[config.mk]
export PLATFORM = sky130hd
export DESIGN_NAME = ppfifo
export DESIGN_NICKNAME = d
export VERILOG_FILES = /design/src/common/ppfifo_pkg.sv /design/src/common/bank_handoff_if.sv /design/src/ppfifo/ppfifo_write_ctrl.sv /design/src/ppfifo/bank_arbiter.sv /design/src/ppfifo/ppfifo_read_ctrl.sv /design/src/ppfifo/ppfifo_buffer_ram.sv /design/src/verilog/ppfifo.sv
export SDC_FILE = /design/constraint.sdc
export NUM_CORES = 1
export LEC_CHECK = 0
export ABC_AREA = 1
export BUFFER_PORTS_ARGS = -buffer_cell sky130_fd_sc_hd__buf_2
export CAP_MARGIN = 20
export CORE_MARGIN = 5
export CORE_UTILIZATION = 50
export CTS_CLUSTER_SIZE = 16
export DETAILED_ROUTE_END_ITERATION = 7
export PLACE_DENSITY = 0.62
export SYNTH_ARGS = -nofsm -noshare
export SYNTH_HDL_FRONTEND = slang
export SYNTH_HIERARCHICAL = 1
export SYNTH_SLANG_ARGS = --single-unit
[constraint.sdc]
create_clock -name write_clock -period 7.7 [get_ports write_clock]
set_clock_uncertainty 0.2 [all_clocks]
set_input_delay 0.77 -clock write_clock [delete_from_list [all_inputs] [get_ports write_clock]]
set_output_delay 0.77 -clock write_clock [all_outputs]
set_load 0.05 [all_outputs]
[src/common/ppfifo_pkg.sv]
/* Shared constants and types for the ping-pong packet FIFO.
   Two banks only; word counts are 24 bits and saturate at the bank depth. */
package ppfifo_pkg;

  // Fixed bank arrangement
  parameter int NUM_BANKS = 2;
  parameter int COUNT_WIDTH = 24;

  // Defaults used by the top level
  parameter int DEFAULT_DATA_WIDTH = 8;
  parameter int DEFAULT_ADDRESS_WIDTH = 4;

  // Number of words in a packet
  typedef logic [COUNT_WIDTH-1:0] count_t;

  // Index of one bank
  typedef logic bank_sel_t;

  // One flag per bank, bit i is bank i
  typedef logic [NUM_BANKS-1:0] bank_mask_t;

  // Life of a bank as seen from the write side
  typedef enum logic [1:0] {
    BANK_FREE,
    BANK_FILLING,
    BANK_FULL,
    BANK_READING
  } bank_state_t;

  // Read controller states
  typedef enum logic [2:0] {
    RD_IDLE,
    RD_PREFETCH,
    RD_OFFER,
    RD_ACTIVE,
    RD_RELEASE
  } read_state_t;

endpackage

[src/common/bank_handoff_if.sv]
/* Bank status shared by write controller, arbiter and read controller.
   grant_taken and bank_released are single-cycle pulses. */
interface bank_handoff_if (
  input logic write_clock
);
  import ppfifo_pkg::*;

  // Banks holding a packet the reader has not taken yet
  bank_mask_t bank_full;
  // Word count per bank, stable while full or being read
  count_t     bank_count [NUM_BANKS];

  logic       grant_valid;
  bank_sel_t  grant_bank;
  logic       grant_taken;
  bank_mask_t bank_released;

  modport write_side (
    output bank_full, bank_count,
    input  grant_taken, grant_bank, bank_released
  );

  modport arbiter (
    input  bank_full, grant_taken,
    output grant_valid, grant_bank
  );

  modport read_side (
    input  grant_valid, grant_bank, bank_count,
    output grant_taken, bank_released
  );

  // A taken bank is never offered again until the writer refills it
  assert property (@(posedge write_clock)
    grant_taken |=> !(grant_valid && (grant_bank == $past(grant_bank))));

endinterface

[src/ppfifo/ppfifo_write_ctrl.sv]
/* Write side of the ping-pong FIFO. Only one write_activate bit may be high;
   strobes past the bank depth are dropped and the count saturates. */
module ppfifo_write_ctrl #(
  parameter int ADDRESS_WIDTH = ppfifo_pkg::DEFAULT_ADDRESS_WIDTH
) (
  input  logic                   write_clock,
  input  logic                   reset,
  input  ppfifo_pkg::bank_mask_t write_activate,
  input  logic                   write_strobe,
  output ppfifo_pkg::bank_mask_t write_ready,
  output logic                   inactive,
  output logic                   ram_write_enable,
  output logic [ADDRESS_WIDTH:0] ram_write_address,
  bank_handoff_if.write_side     handoff
);
  import ppfifo_pkg::*;

  localparam count_t DEPTH = count_t'(1) << ADDRESS_WIDTH;

  bank_state_t              state [NUM_BANKS];
  count_t                   count [NUM_BANKS];
  logic [ADDRESS_WIDTH-1:0] offset;
  // Delays write_ready by one cycle after reset
  logic                     ready_en;
  bank_sel_t                active_bank;
  logic                     writable;

  // Bank 1 only when its bit is set, bank 0 otherwise
  assign active_bank = write_activate[1];

  // Bank must be owned by the writer and not yet at depth
  assign writable = ((state[active_bank] == BANK_FREE) ||
                     (state[active_bank] == BANK_FILLING)) &&
                    (count[active_bank] < DEPTH);

  assign ram_write_enable  = write_strobe && (write_activate != '0) && writable;
  assign ram_write_address = {active_bank, offset};

  assign inactive = (count[0] == '0) && (count[1] == '0) &&
                    (write_ready == 2'b11) && !write_strobe;

  // Status toward the arbiter and reader
  always_comb begin
    for (int i = 0; i < NUM_BANKS; i++) begin
      handoff.bank_full[i]  = (state[i] == BANK_FULL);
      handoff.bank_count[i] = count[i];
    end
  end

  always_ff @(posedge write_clock) begin
    if (reset) begin
      ready_en    <= 1'b0;
      write_ready <= '0;
      offset      <= '0;
      for (int i = 0; i < NUM_BANKS; i++) begin
        state[i] <= BANK_FREE;
        count[i] <= '0;
      end
    end else begin
      ready_en <= 1'b1;

      // Offset restarts whenever the writer lets go
      if (write_activate == '0)
        offset <= '0;
      else if (ram_write_enable)
        offset <= offset + 1'b1;

      for (int i = 0; i < NUM_BANKS; i++) begin
        case (state[i])
          BANK_FREE:
            if (write_activate[i] && write_strobe)
              state[i] <= BANK_FILLING;
          BANK_FILLING:
            // Count is nonzero here since the first strobe got us in
            if (!write_activate[i])
              state[i] <= BANK_FULL;
          BANK_FULL:
            if (handoff.grant_taken && (handoff.grant_bank == bank_sel_t'(i)))
              state[i] <= BANK_READING;
          BANK_READING:
            if (handoff.bank_released[i])
              state[i] <= BANK_FREE;
          default:
            state[i] <= BANK_FREE;
        endcase

        if (state[i] == BANK_READING && handoff.bank_released[i])
          count[i] <= '0;
        else if (ram_write_enable && (active_bank == bank_sel_t'(i)))
          count[i] <= count[i] + 1'b1;

        // Ready falls after the first strobe, rises as soon as the reader lets go
        if (write_activate[i] && write_strobe)
          write_ready[i] <= 1'b0;
        else if (ready_en && !write_activate[i] &&
                 ((state[i] == BANK_FREE) || handoff.bank_released[i]))
          write_ready[i] <= 1'b1;
      end
    end
  end

  // At most one bank written at a time
  assert property (@(posedge write_clock) disable iff (reset)
    $onehot0(write_activate));

  // Writer only takes banks that were offered as ready
  for (genvar b = 0; b < NUM_BANKS; b++) begin : g_activate_check
    assert property (@(posedge write_clock) disable iff (reset)
      $rose(write_activate[b]) |-> write_ready[b]);
  end

endmodule

[src/ppfifo/bank_arbiter.sv]
/* Grants full banks to the reader oldest first.
   Assumes banks become full one at a time, as a single writer guarantees. */
module bank_arbiter (
  input logic             write_clock,
  input logic             reset,
  bank_handoff_if.arbiter handoff
);
  import ppfifo_pkg::*;

  // Oldest full bank when both are waiting
  bank_sel_t  order;
  bank_mask_t prev_full;
  bank_mask_t rising;

  assign rising = handoff.bank_full & ~prev_full;

  assign handoff.grant_valid = |handoff.bank_full;
  // With one bank full, name it; with two, fall back on arrival order
  assign handoff.grant_bank  = (handoff.bank_full == 2'b11) ? order :
                               handoff.bank_full[1];

  always_ff @(posedge write_clock) begin
    if (reset) begin
      order     <= 1'b0;
      prev_full <= '0;
    end else begin
      prev_full <= handoff.bank_full;
      if (handoff.grant_taken)
        // Remaining bank, if any, is now the oldest
        order <= ~handoff.grant_bank;
      else if (rising[0] && !handoff.bank_full[1])
        order <= 1'b0;
      else if (rising[1] && !handoff.bank_full[0])
        order <= 1'b1;
    end
  end

  // A waiting grant keeps its bank until the reader takes it
  assert property (@(posedge write_clock) disable iff (reset)
    (handoff.grant_valid && !handoff.grant_taken) |=>
      (handoff.grant_valid && (handoff.grant_bank == $past(handoff.grant_bank))));

endmodule

[src/ppfifo/ppfifo_read_ctrl.sv]
/* Read side FSM with first-word-fall-through data from the registered RAM.
   read_strobe is only honoured while read_activate is high. */
module ppfifo_read_ctrl #(
  parameter int DATA_WIDTH    = ppfifo_pkg::DEFAULT_DATA_WIDTH,
  parameter int ADDRESS_WIDTH = ppfifo_pkg::DEFAULT_ADDRESS_WIDTH
) (
  input  logic                   write_clock,
  input  logic                   reset,
  input  logic                   read_activate,
  input  logic                   read_strobe,
  output logic                   read_ready,
  output ppfifo_pkg::count_t     read_count,
  output logic [ADDRESS_WIDTH:0] ram_read_address,
  bank_handoff_if.read_side      handoff
);
  import ppfifo_pkg::*;

  // Bank depth must fit in a word count
  if (DATA_WIDTH < 1 || ADDRESS_WIDTH < 1 || ADDRESS_WIDTH >= COUNT_WIDTH) begin : g_param_check
    $error("ppfifo_read_ctrl: unsupported DATA_WIDTH or ADDRESS_WIDTH");
  end

  read_state_t              state;
  bank_sel_t                rd_bank;
  // Offset of the word now on read_data
  logic [ADDRESS_WIDTH-1:0] rd_offset;
  logic [ADDRESS_WIDTH-1:0] next_offset;
  logic                     advance;

  // Step only within the packet, the last word stays put
  assign advance = read_activate && read_strobe &&
                   ((state == RD_OFFER) || (state == RD_ACTIVE)) &&
                   ((count_t'(rd_offset) + 1'b1) < read_count);

  assign next_offset = advance ? rd_offset + 1'b1 : rd_offset;

  // Next address goes out now so the RAM register holds it next cycle
  assign ram_read_address = {rd_bank, next_offset};

  assign read_ready = (state == RD_OFFER);

  assign handoff.grant_taken   = (state == RD_IDLE) && handoff.grant_valid;
  assign handoff.bank_released = (state == RD_RELEASE) ?
                                 (bank_mask_t'(1) << rd_bank) : '0;

  always_ff @(posedge write_clock) begin
    if (reset) begin
      state      <= RD_IDLE;
      rd_bank    <= 1'b0;
      rd_offset  <= '0;
      read_count <= '0;
    end else begin
      rd_offset <= next_offset;
      case (state)
        RD_IDLE:
          if (handoff.grant_taken) begin
            rd_bank    <= handoff.grant_bank;
            read_count <= handoff.bank_count[handoff.grant_bank];
            rd_offset  <= '0;
            state      <= RD_PREFETCH;
          end
        // Word 0 address is out, RAM output settles this cycle
        RD_PREFETCH:
          state <= RD_OFFER;
        RD_OFFER:
          if (read_activate)
            state <= RD_ACTIVE;
        RD_ACTIVE:
          if (!read_activate)
            state <= RD_RELEASE;
        // bank_released is high for this one cycle
        RD_RELEASE: begin
          read_count <= '0;
          state      <= RD_IDLE;
        end
        default:
          state <= RD_IDLE;
      endcase
    end
  end

  assert property (@(posedge write_clock) disable iff (reset)
    read_strobe |-> read_activate);

endmodule

[src/ppfifo/ppfifo_buffer_ram.sv]
/* Both banks in one simple dual-port memory, bank index in the address MSB.
   Read data is registered; contents are not cleared by reset. */
module ppfifo_buffer_ram #(
  parameter int DATA_WIDTH    = 8,
  parameter int ADDRESS_WIDTH = 4
) (
  input  logic                   write_clock,
  input  logic                   write_enable,
  input  logic [ADDRESS_WIDTH:0] write_address,
  input  logic [DATA_WIDTH-1:0]  write_data,
  input  logic [ADDRESS_WIDTH:0] read_address,
  output logic [DATA_WIDTH-1:0]  read_data
);

  // Two banks of 2**ADDRESS_WIDTH words
  logic [DATA_WIDTH-1:0] mem [2 << ADDRESS_WIDTH];

  always_ff @(posedge write_clock) begin
    if (write_enable)
      mem[write_address] <= write_data;
    read_data <= mem[read_address];
  end

endmodule

[src/verilog/ppfifo.sv]
/* Ping-pong packet FIFO with two banks on a single clock.
   write_activate must be one-hot or zero; bank depth is 2**ADDRESS_WIDTH words. */
module ppfifo #(
  parameter int DATA_WIDTH    = ppfifo_pkg::DEFAULT_DATA_WIDTH,
  parameter int ADDRESS_WIDTH = ppfifo_pkg::DEFAULT_ADDRESS_WIDTH
) (
  input  logic                               write_clock,
  input  logic                               reset,
  input  logic [1:0]                         write_activate,
  output logic [1:0]                         write_ready,
  input  logic                               write_strobe,
  input  logic [DATA_WIDTH-1:0]              write_data,
  input  logic                               read_activate,
  input  logic                               read_strobe,
  output logic                               read_ready,
  output logic [ppfifo_pkg::COUNT_WIDTH-1:0] read_count,
  output logic [DATA_WIDTH-1:0]              read_data,
  output logic                               inactive
);

  logic                   ram_write_enable;
  logic [ADDRESS_WIDTH:0] ram_write_address;
  logic [ADDRESS_WIDTH:0] ram_read_address;

  bank_handoff_if handoff (.write_clock(write_clock));

  ppfifo_write_ctrl #(
    .ADDRESS_WIDTH (ADDRESS_WIDTH)
  ) write_ctrl0 (
    .write_clock       (write_clock),
    .reset             (reset),
    .write_activate    (write_activate),
    .write_strobe      (write_strobe),
    .write_ready       (write_ready),
    .inactive          (inactive),
    .ram_write_enable  (ram_write_enable),
    .ram_write_address (ram_write_address),
    .handoff           (handoff.write_side)
  );

  bank_arbiter arbiter0 (
    .write_clock (write_clock),
    .reset       (reset),
    .handoff     (handoff.arbiter)
  );

  ppfifo_read_ctrl #(
    .DATA_WIDTH    (DATA_WIDTH),
    .ADDRESS_WIDTH (ADDRESS_WIDTH)
  ) read_ctrl0 (
    .write_clock      (write_clock),
    .reset            (reset),
    .read_activate    (read_activate),
    .read_strobe      (read_strobe),
    .read_ready       (read_ready),
    .read_count       (read_count),
    .ram_read_address (ram_read_address),
    .handoff          (handoff.read_side)
  );

  // RAM output is the user read data directly
  ppfifo_buffer_ram #(
    .DATA_WIDTH    (DATA_WIDTH),
    .ADDRESS_WIDTH (ADDRESS_WIDTH)
  ) ram0 (
    .write_clock   (write_clock),
    .write_enable  (ram_write_enable),
    .write_address (ram_write_address),
    .write_data    (write_data),
    .read_address  (ram_read_address),
    .read_data     (read_data)
  );

endmodule

### Yosys cells after proc, flatten, opt, wreduce, memory -nomap -nowiden

Memories as Yosys holds them, arrays and structs flattened. A register that Yosys moved wholly into a read port is not among the register bits.
Index checks and enable logic that the tools add are counted.

| storage, ports and cells | value |
|---|---|
| register bits | 42 |
| bits in writable memories | 308 |
| input bits | 15 |
| output and inout bits | 36 |
| word-level logic and storage cells | 185 |
| memories kept | 3 |

| operators by class | value |
|---|---|
| add/sub/neg operators | 5 |
| magnitude comparators | 3 |
| equality and inequality tests | 16 |
| shift operators | 1 |
| muxes and demuxes | 80 |
| bitwise operators | 17 |
| reduce and logical (&&, ||, !) cells | 50 |

Memory list:

| memory | depth | width | rd ports | clocked after Yosys merged registers in | write ports | RTL line | source |
|---|---|---|---|---|---|---|---|
| ram0.mem | 32 | 8 | 1 | 1 | 1 | ppfifo_buffer_ram.sv:16 | `logic [DATA_WIDTH-1:0] mem [2 << ADDRESS_WIDTH];` |
| write_ctrl0.count | 2 | 24 | 3 | 0 | 2 | ppfifo_write_ctrl.sv:21 | `count_t count [NUM_BANKS];` |
| write_ctrl0.state | 2 | 2 | 3 | 0 | 2 | ppfifo_write_ctrl.sv:20 | `bank_state_t state [NUM_BANKS];` |

Operators with widths:

| kind | count |
|---|---|
| $mux 24 | 8 |
| $mux 1 | 55 |
| $add 24x1->24 const B | 2 |
| $logic_not 24->1 | 2 |
| $pmux 24 s2 | 1 |
| $logic_and 1x1->1 | 24 |
| $lt 24x24->1 | 1 |
| $lt 24x5->1 const B | 1 |
| $mux 2 | 9 |
| $eq 2x2->1 const B | 6 |
| $mux 4 | 3 |
| $or 1x1->1 | 12 |
| $pmux 3 s4 | 1 |
| $mux 3 | 3 |
| $add 4x1->4 const B | 2 |
| $logic_not 2->1 | 4 |
| $reduce_or 2->1 | 4 |
| $eq 2x1->1 const B | 3 |
| $eq 3x2->1 const B | 2 |
| $ne 2x2->1 const B | 3 |
| $add 4x1->5 const B | 1 |
| $logic_not 1->1 | 5 |
| $logic_or 1x1->1 | 4 |
| $reduce_and 2->1 | 2 |
| other kinds (12) | 14 |

### Depth between registers and ports, before layout

An unclocked memory read counts as a cell.

| depth | value |
|---|---|
| depth in word-level cells | 12 |
| mapped depth | 26 |
| gate-level depth less buffers | 24 |

### By module

Netlist, hierarchy kept.

Modules (own cells, without submodules):

| module | times used | cells an instance | area an instance (um^2) | seq. area each (um^2) |
|---|---|---|---|---|
| ppfifo_buffer_ram | 1 | 922 | 10786.6 | 7847.5 |
| ppfifo_write_ctrl | 1 | 232 | 2556.2 | 1701.6 |
| ppfifo_read_ctrl | 1 | 272 | 1764.2 | 640.6 |
| bank_arbiter | 1 | 22 | 145.1 | 60.1 |

### Worst setup path after synthesis

Ideal clock, no wire load.

| timing path | value |
|---|---|
| kind | input port to flip-flop |
| from | in write_activate[1] |
| to | mem write_ctrl0/count[1][0] in the netlist's numbering, enable pin |
| library setup time | 438 ps |
| data arrival time | 3084 ps |
| data required time | 7062 ps |
| slack | 3978 ps |
| cell stages on the path | 7 |
| path buffers | 0 |
| cells stage by stage | inv_1 -> nand2_1 -> nor3_1 -> nand2_1 -> nand2_4 -> nand2_4 -> o21ai_0 |

RTL lines:

| element | RTL line | source |
|---|---|---|
| start, declared | ppfifo.sv:9 | `input logic [1:0] write_activate,` |
| end, declared | ppfifo_write_ctrl.sv:21 |  |

### Worst setup path in the final report

| timing path | value |
|---|---|
| from | reg read_ctrl0.rd_offset[0] |
| to | reg ram0.read_data[4] (read register of ram0.mem) |

| on the way | value |
|---|---|
| word-level cells in the longest chain between the ends | 4 |
| elaborated cells between the ends (all ways) | 5 |
| classes of those cells | add/sub: 2; order compare: 1; mux: 1; reduce/logical: 1 |

Ends and longest elaborated chain:

| element | RTL line | source |
|---|---|---|
| start, declared | ppfifo_read_ctrl.sv:26 | `logic [ADDRESS_WIDTH-1:0] rd_offset;` |
| start signal, assigned | ppfifo_read_ctrl.sv:53 | `rd_offset <= next_offset;` |
| $add 4x1->5 | ppfifo_read_ctrl.sv:33 | `((count_t'(rd_offset) + 1'b1) < read_count);` |
| $lt 24x24->1 | ppfifo_read_ctrl.sv:33 |  |
| $logic_and 1x1->1 | ppfifo_read_ctrl.sv:32 | `((state == RD_OFFER) \|\| (state == RD_ACTIVE)) &&` |
| $mux 4 * | ppfifo_read_ctrl.sv:35 | `assign next_offset = advance ? rd_offset + 1'b1 : rd_offset;` |
| net ram_read_address[0] | ppfifo.sv:23 | `logic [ADDRESS_WIDTH:0] ram_read_address;` |
| end, declared | ppfifo_buffer_ram.sv:12 | `output logic [DATA_WIDTH-1:0] read_data` |

The timed path passes the listed nets; every way through them passes the cells marked *.
A chain may end at the register's enable or synchronous reset.

==> results by group <==
Layout
  – Commonest non-fill, non-tap cell in the layout: nand2_1
  – Final Non-Filler Cells: 1941
  – Layout cells sized above 1: 9.19%
  – Final Util: 55.8%
  – Filler cells: 2597
  – Final instance area: 16900 sq um
  – P&R area growth vs syn: 11.1%
  – FF+latch area: 10200 sq um
  – Final #Nets: 1542
  – N_diodes: 0
  – Commonest non-fill, non-tap cells in the layout: nand2_1, edfxtp_1, nand3_1
  – Multi-input gate area: 4350 sq um

Timing
  – Final Setup Violations: 0
  – TNS Setup: 0 ns
  – Slew margin rel.: 36.5%
  – Hold Fails Final Rpt: 0
  – RSZ-0062 raised after global routing: no
  – Fin crit share: 64.3%
  – Slew Limit Fails: 0
  – FMAX: 0.202 GHz
  – Fin crit period: 4.95 ns
  – Slew @ Worst Pin: 0.952 ns

Min path
  – Hold path endpoint: read_ctrl0/read_count[7]$_SDFFE_PP0P_
  – Hold-critical path depth: 2
  – Hold Path Class: reg2reg
  – Hold_sp: read_ctrl0/read_count[7]$_SDFFE_PP0P_

Detailed routing
  – Vias per Instance: 5.29
  – Drt wl/cell: 18.2 microns
  – Drt pass-1 iters: 5
  – DRC viols: 0
  – Post-Route WL: 35400 microns
  – Vias: 10275
  – Antenna viol nets, final: 0
  – DRT iter0 DRCs: 808

Synth
  – Synthesized flop and latch total: 358
  – Syn Area/Cell: 10.5 sq um
  – Netlist cell types: 40
  – Ys async rst share: 0%
  – Post-synth EDFFs: 308
  – Ys Warns: 6
  – Synth Instances: 1448
  – Register area share after synthesis: 67.2%
  – Mapped Area: 15300 sq um
  – Synth Flop Type: edfxtp_1

Place
  – Port Buffer Count: 50
  – Routability cong.: 0.834
  – Cell Area, Placed: 15700 sq um
  – Post-Place Cells: 1873
  – DP HPWL: 21600 microns

Outcome
  – Outcome: finished, final reports clean

Worst setup path
  – Kind of critical path: reg2reg
  – Crit path DAT: 5.21 ns
  – CP delay by family, top: buffers and inverters
  – Worst R2R Path Depth: 26
  – Most Frequent Cell on Critical Path: nand2_1
  – Worst r2r src: read_ctrl0/rd_offset[0]$_SDFF_PP0_
  – Critical Path Source Type: flop
  – Reg-to-reg critical path endpoint: ram0/read_data[4]$_DFF_P_
  – Critical Path Max Stage Delay: 0.73 ns
  – Critical path buffer and inverter count: 6
  – Slowest CP cell: buf_4
  – Reg2reg setup slack: 2.75 ns
  – Worst-path fanout max: 71
  – Crit path required time: 7.96 ns
  – CP Capture Type: flop

Pwr
  – Pwr Total: 4.67 mW
  – Peak supply drop: 0.000243 V
  – Power per standard cell area: 276 nW/um^2
  – Leakage: 6.57 nW

Floorplanning
  – CORE AREA: 30300 sq um
  – Die area: 34100 sq um
  – # rows: 64
  – Initial core utilization: 50.3%
  – Number of I/O pins: 51
  – Die Height: 185 microns
  – Die width: 185 microns

Global route
  – Congestion Overflow GR: 0
  – First-pass GRT wire length: 55900 microns
  – Vias in the first global route: 10080
  – Largest net degree at the start of global routing: 84
  – GRT Util Overall: 21.0%
  – Initial antenna violation count: 0

CTS
  – CTS resizes: 0
  – Clock Sinks: 358
  – CTS tree: yes
  – Root buffer cell: clkbuf_16
  – Skew-Pair Late Insertion Delay: 0.52 ns
  – Clock transition at path regs: 0.06 ns
  – Htree depth: 2
  – Setup Buffers After CTS: 0
  – Clk buf depth: 3
  – Cts hold-fix bufs: 0
  – CTS buffer count: 38

Job
  – Max Cap Viol: 0
==> where the power goes <==
group,internal [mW],leakage [nW],switching (mW),total (mW)
Clock,1.03,0.590,0.726,1.76
Sequential,2.17,3.23,0.0549,2.22
Combinational,0.167,2.75,0.521,0.688
Total,3.37,6.57,1.30,4.67
==> worst min-delay path, cell delays in order (launching register included) <==
cell     delay, ns
dfxtp_1       0.32
nand2_1       0.06
a21oi_1       0.05
==> worst max-delay path by stage <==
stage	startpoint	to	cells after the start	slack [ns]
final	read_ctrl0/rd_offset[0]$_SDFF_PP0_	ram0/read_data[4]$_DFF_P_	26	2.75
after global routing	read_ctrl0/rd_offset[0]$_SDFF_PP0_	ram0/read_data[4]$_DFF_P_	26	2.24
after CTS	read_ctrl0/rd_offset[0]$_SDFF_PP0_	ram0/read_data[7]$_DFF_P_	26	2.79
after detailed placement	read_ctrl0/rd_offset[0]$_SDFF_PP0_	ram0/read_data[4]$_DFF_P_	26	2.79
after global placement	read_ctrl0/rd_offset[0]$_SDFF_PP0_	ram0/read_data[7]$_DFF_P_	26	2.86
after floorplan	write_activate[1]	write_ctrl0/count[1][0]$_SDFFCE_PN0P_	7	3.98
==> synth_stat cells (4+ instances only) <==
library cell / n / share of area, %
dfxtp_1: 50 / 6.6
ha_1: 10 / 0.82
edfxtp_1: 308 / 61
nand3_1: 226 / 7.4
buf_2: 19 / 0.62
nor2_1: 101 / 2.5
nand2_1: 519 / 13
xor2_1: 7 / 0.40
inv_2: 7 / 0.17
a21oi_1: 20 / 0.66
inv_1: 68 / 1.7
nand4_1: 5 / 0.21
a31oi_1: 13 / 0.53
o21ai_0: 8 / 0.26
nand2_4: 4 / 0.30
buf_4: 7 / 0.34
buf_6: 27 / 2.0
nor3_1: 7 / 0.23
o21ai_1: 5 / 0.16
clkbuf_1: 12 / 0.30
==> cell type report <==
class | instances | share of cell area [%]
flip-flops and latches | 358 | 60.5
multi-input cells | 983 | 25.7
clock buffers | 50 | 6.18
well taps | 396 | 2.92
repair buffers | 60 | 2.04
inverters | 76 | 1.71
clock inverters | 18 | 0.960
==> routing by layer <==
| layer | share of wire [%] | up-vias | track usage (%) |
|---|---|---|---|
| met5 | 0 | - | 0 |
| met4 | 2.6 | 0 | 6.96 |
| met3 | 7.1 | 67 | 3.65 |
| met2 | 47 | 365 | 33.0 |
| met1 | 44 | 4851 | 30.1 |
| li1 | - | 4992 | - |
==> sequential cells by signal, summed over array words and instances (netlist names), 2 cells and up <==
signal / cells
read_ctrl0/read_count: 24
write_ctrl0/state: 4
ram0/mem: 256
write_ctrl0/offset: 4
arbiter0/prev_full: 2
write_ctrl0/write_ready: 2
write_ctrl0/count: 48
read_ctrl0/state: 3
ram0/read_data: 8
read_ctrl0/rd_offset: 4
==> through the flow <==
stage	setup slack [ns]	hold slack, ns
2_1_floorplan	3.98	0.268
3_3_place_gp	2.86	0.273
3_5_place_dp	2.79	0.278
4_1_cts	2.79	0.286
5_1_grt	2.24	0.306
6_report	2.75	0.283
==> cell families after synthesis <==
| family | Yosys count | synth area share, % |
|---|---|---|
| xor+xnor | 9 | 0.517 |
| compound gates | 50 | 1.82 |
| other cells | 1 | 0.0246 |
| fa+ha+maj | 10 | 0.820 |
| simple gates | 876 | 24.4 |
| flops | 358 | 67.2 |
| buf+inv | 144 | 5.23 |
No activity file was read; power rests on OpenSTA's default activity.
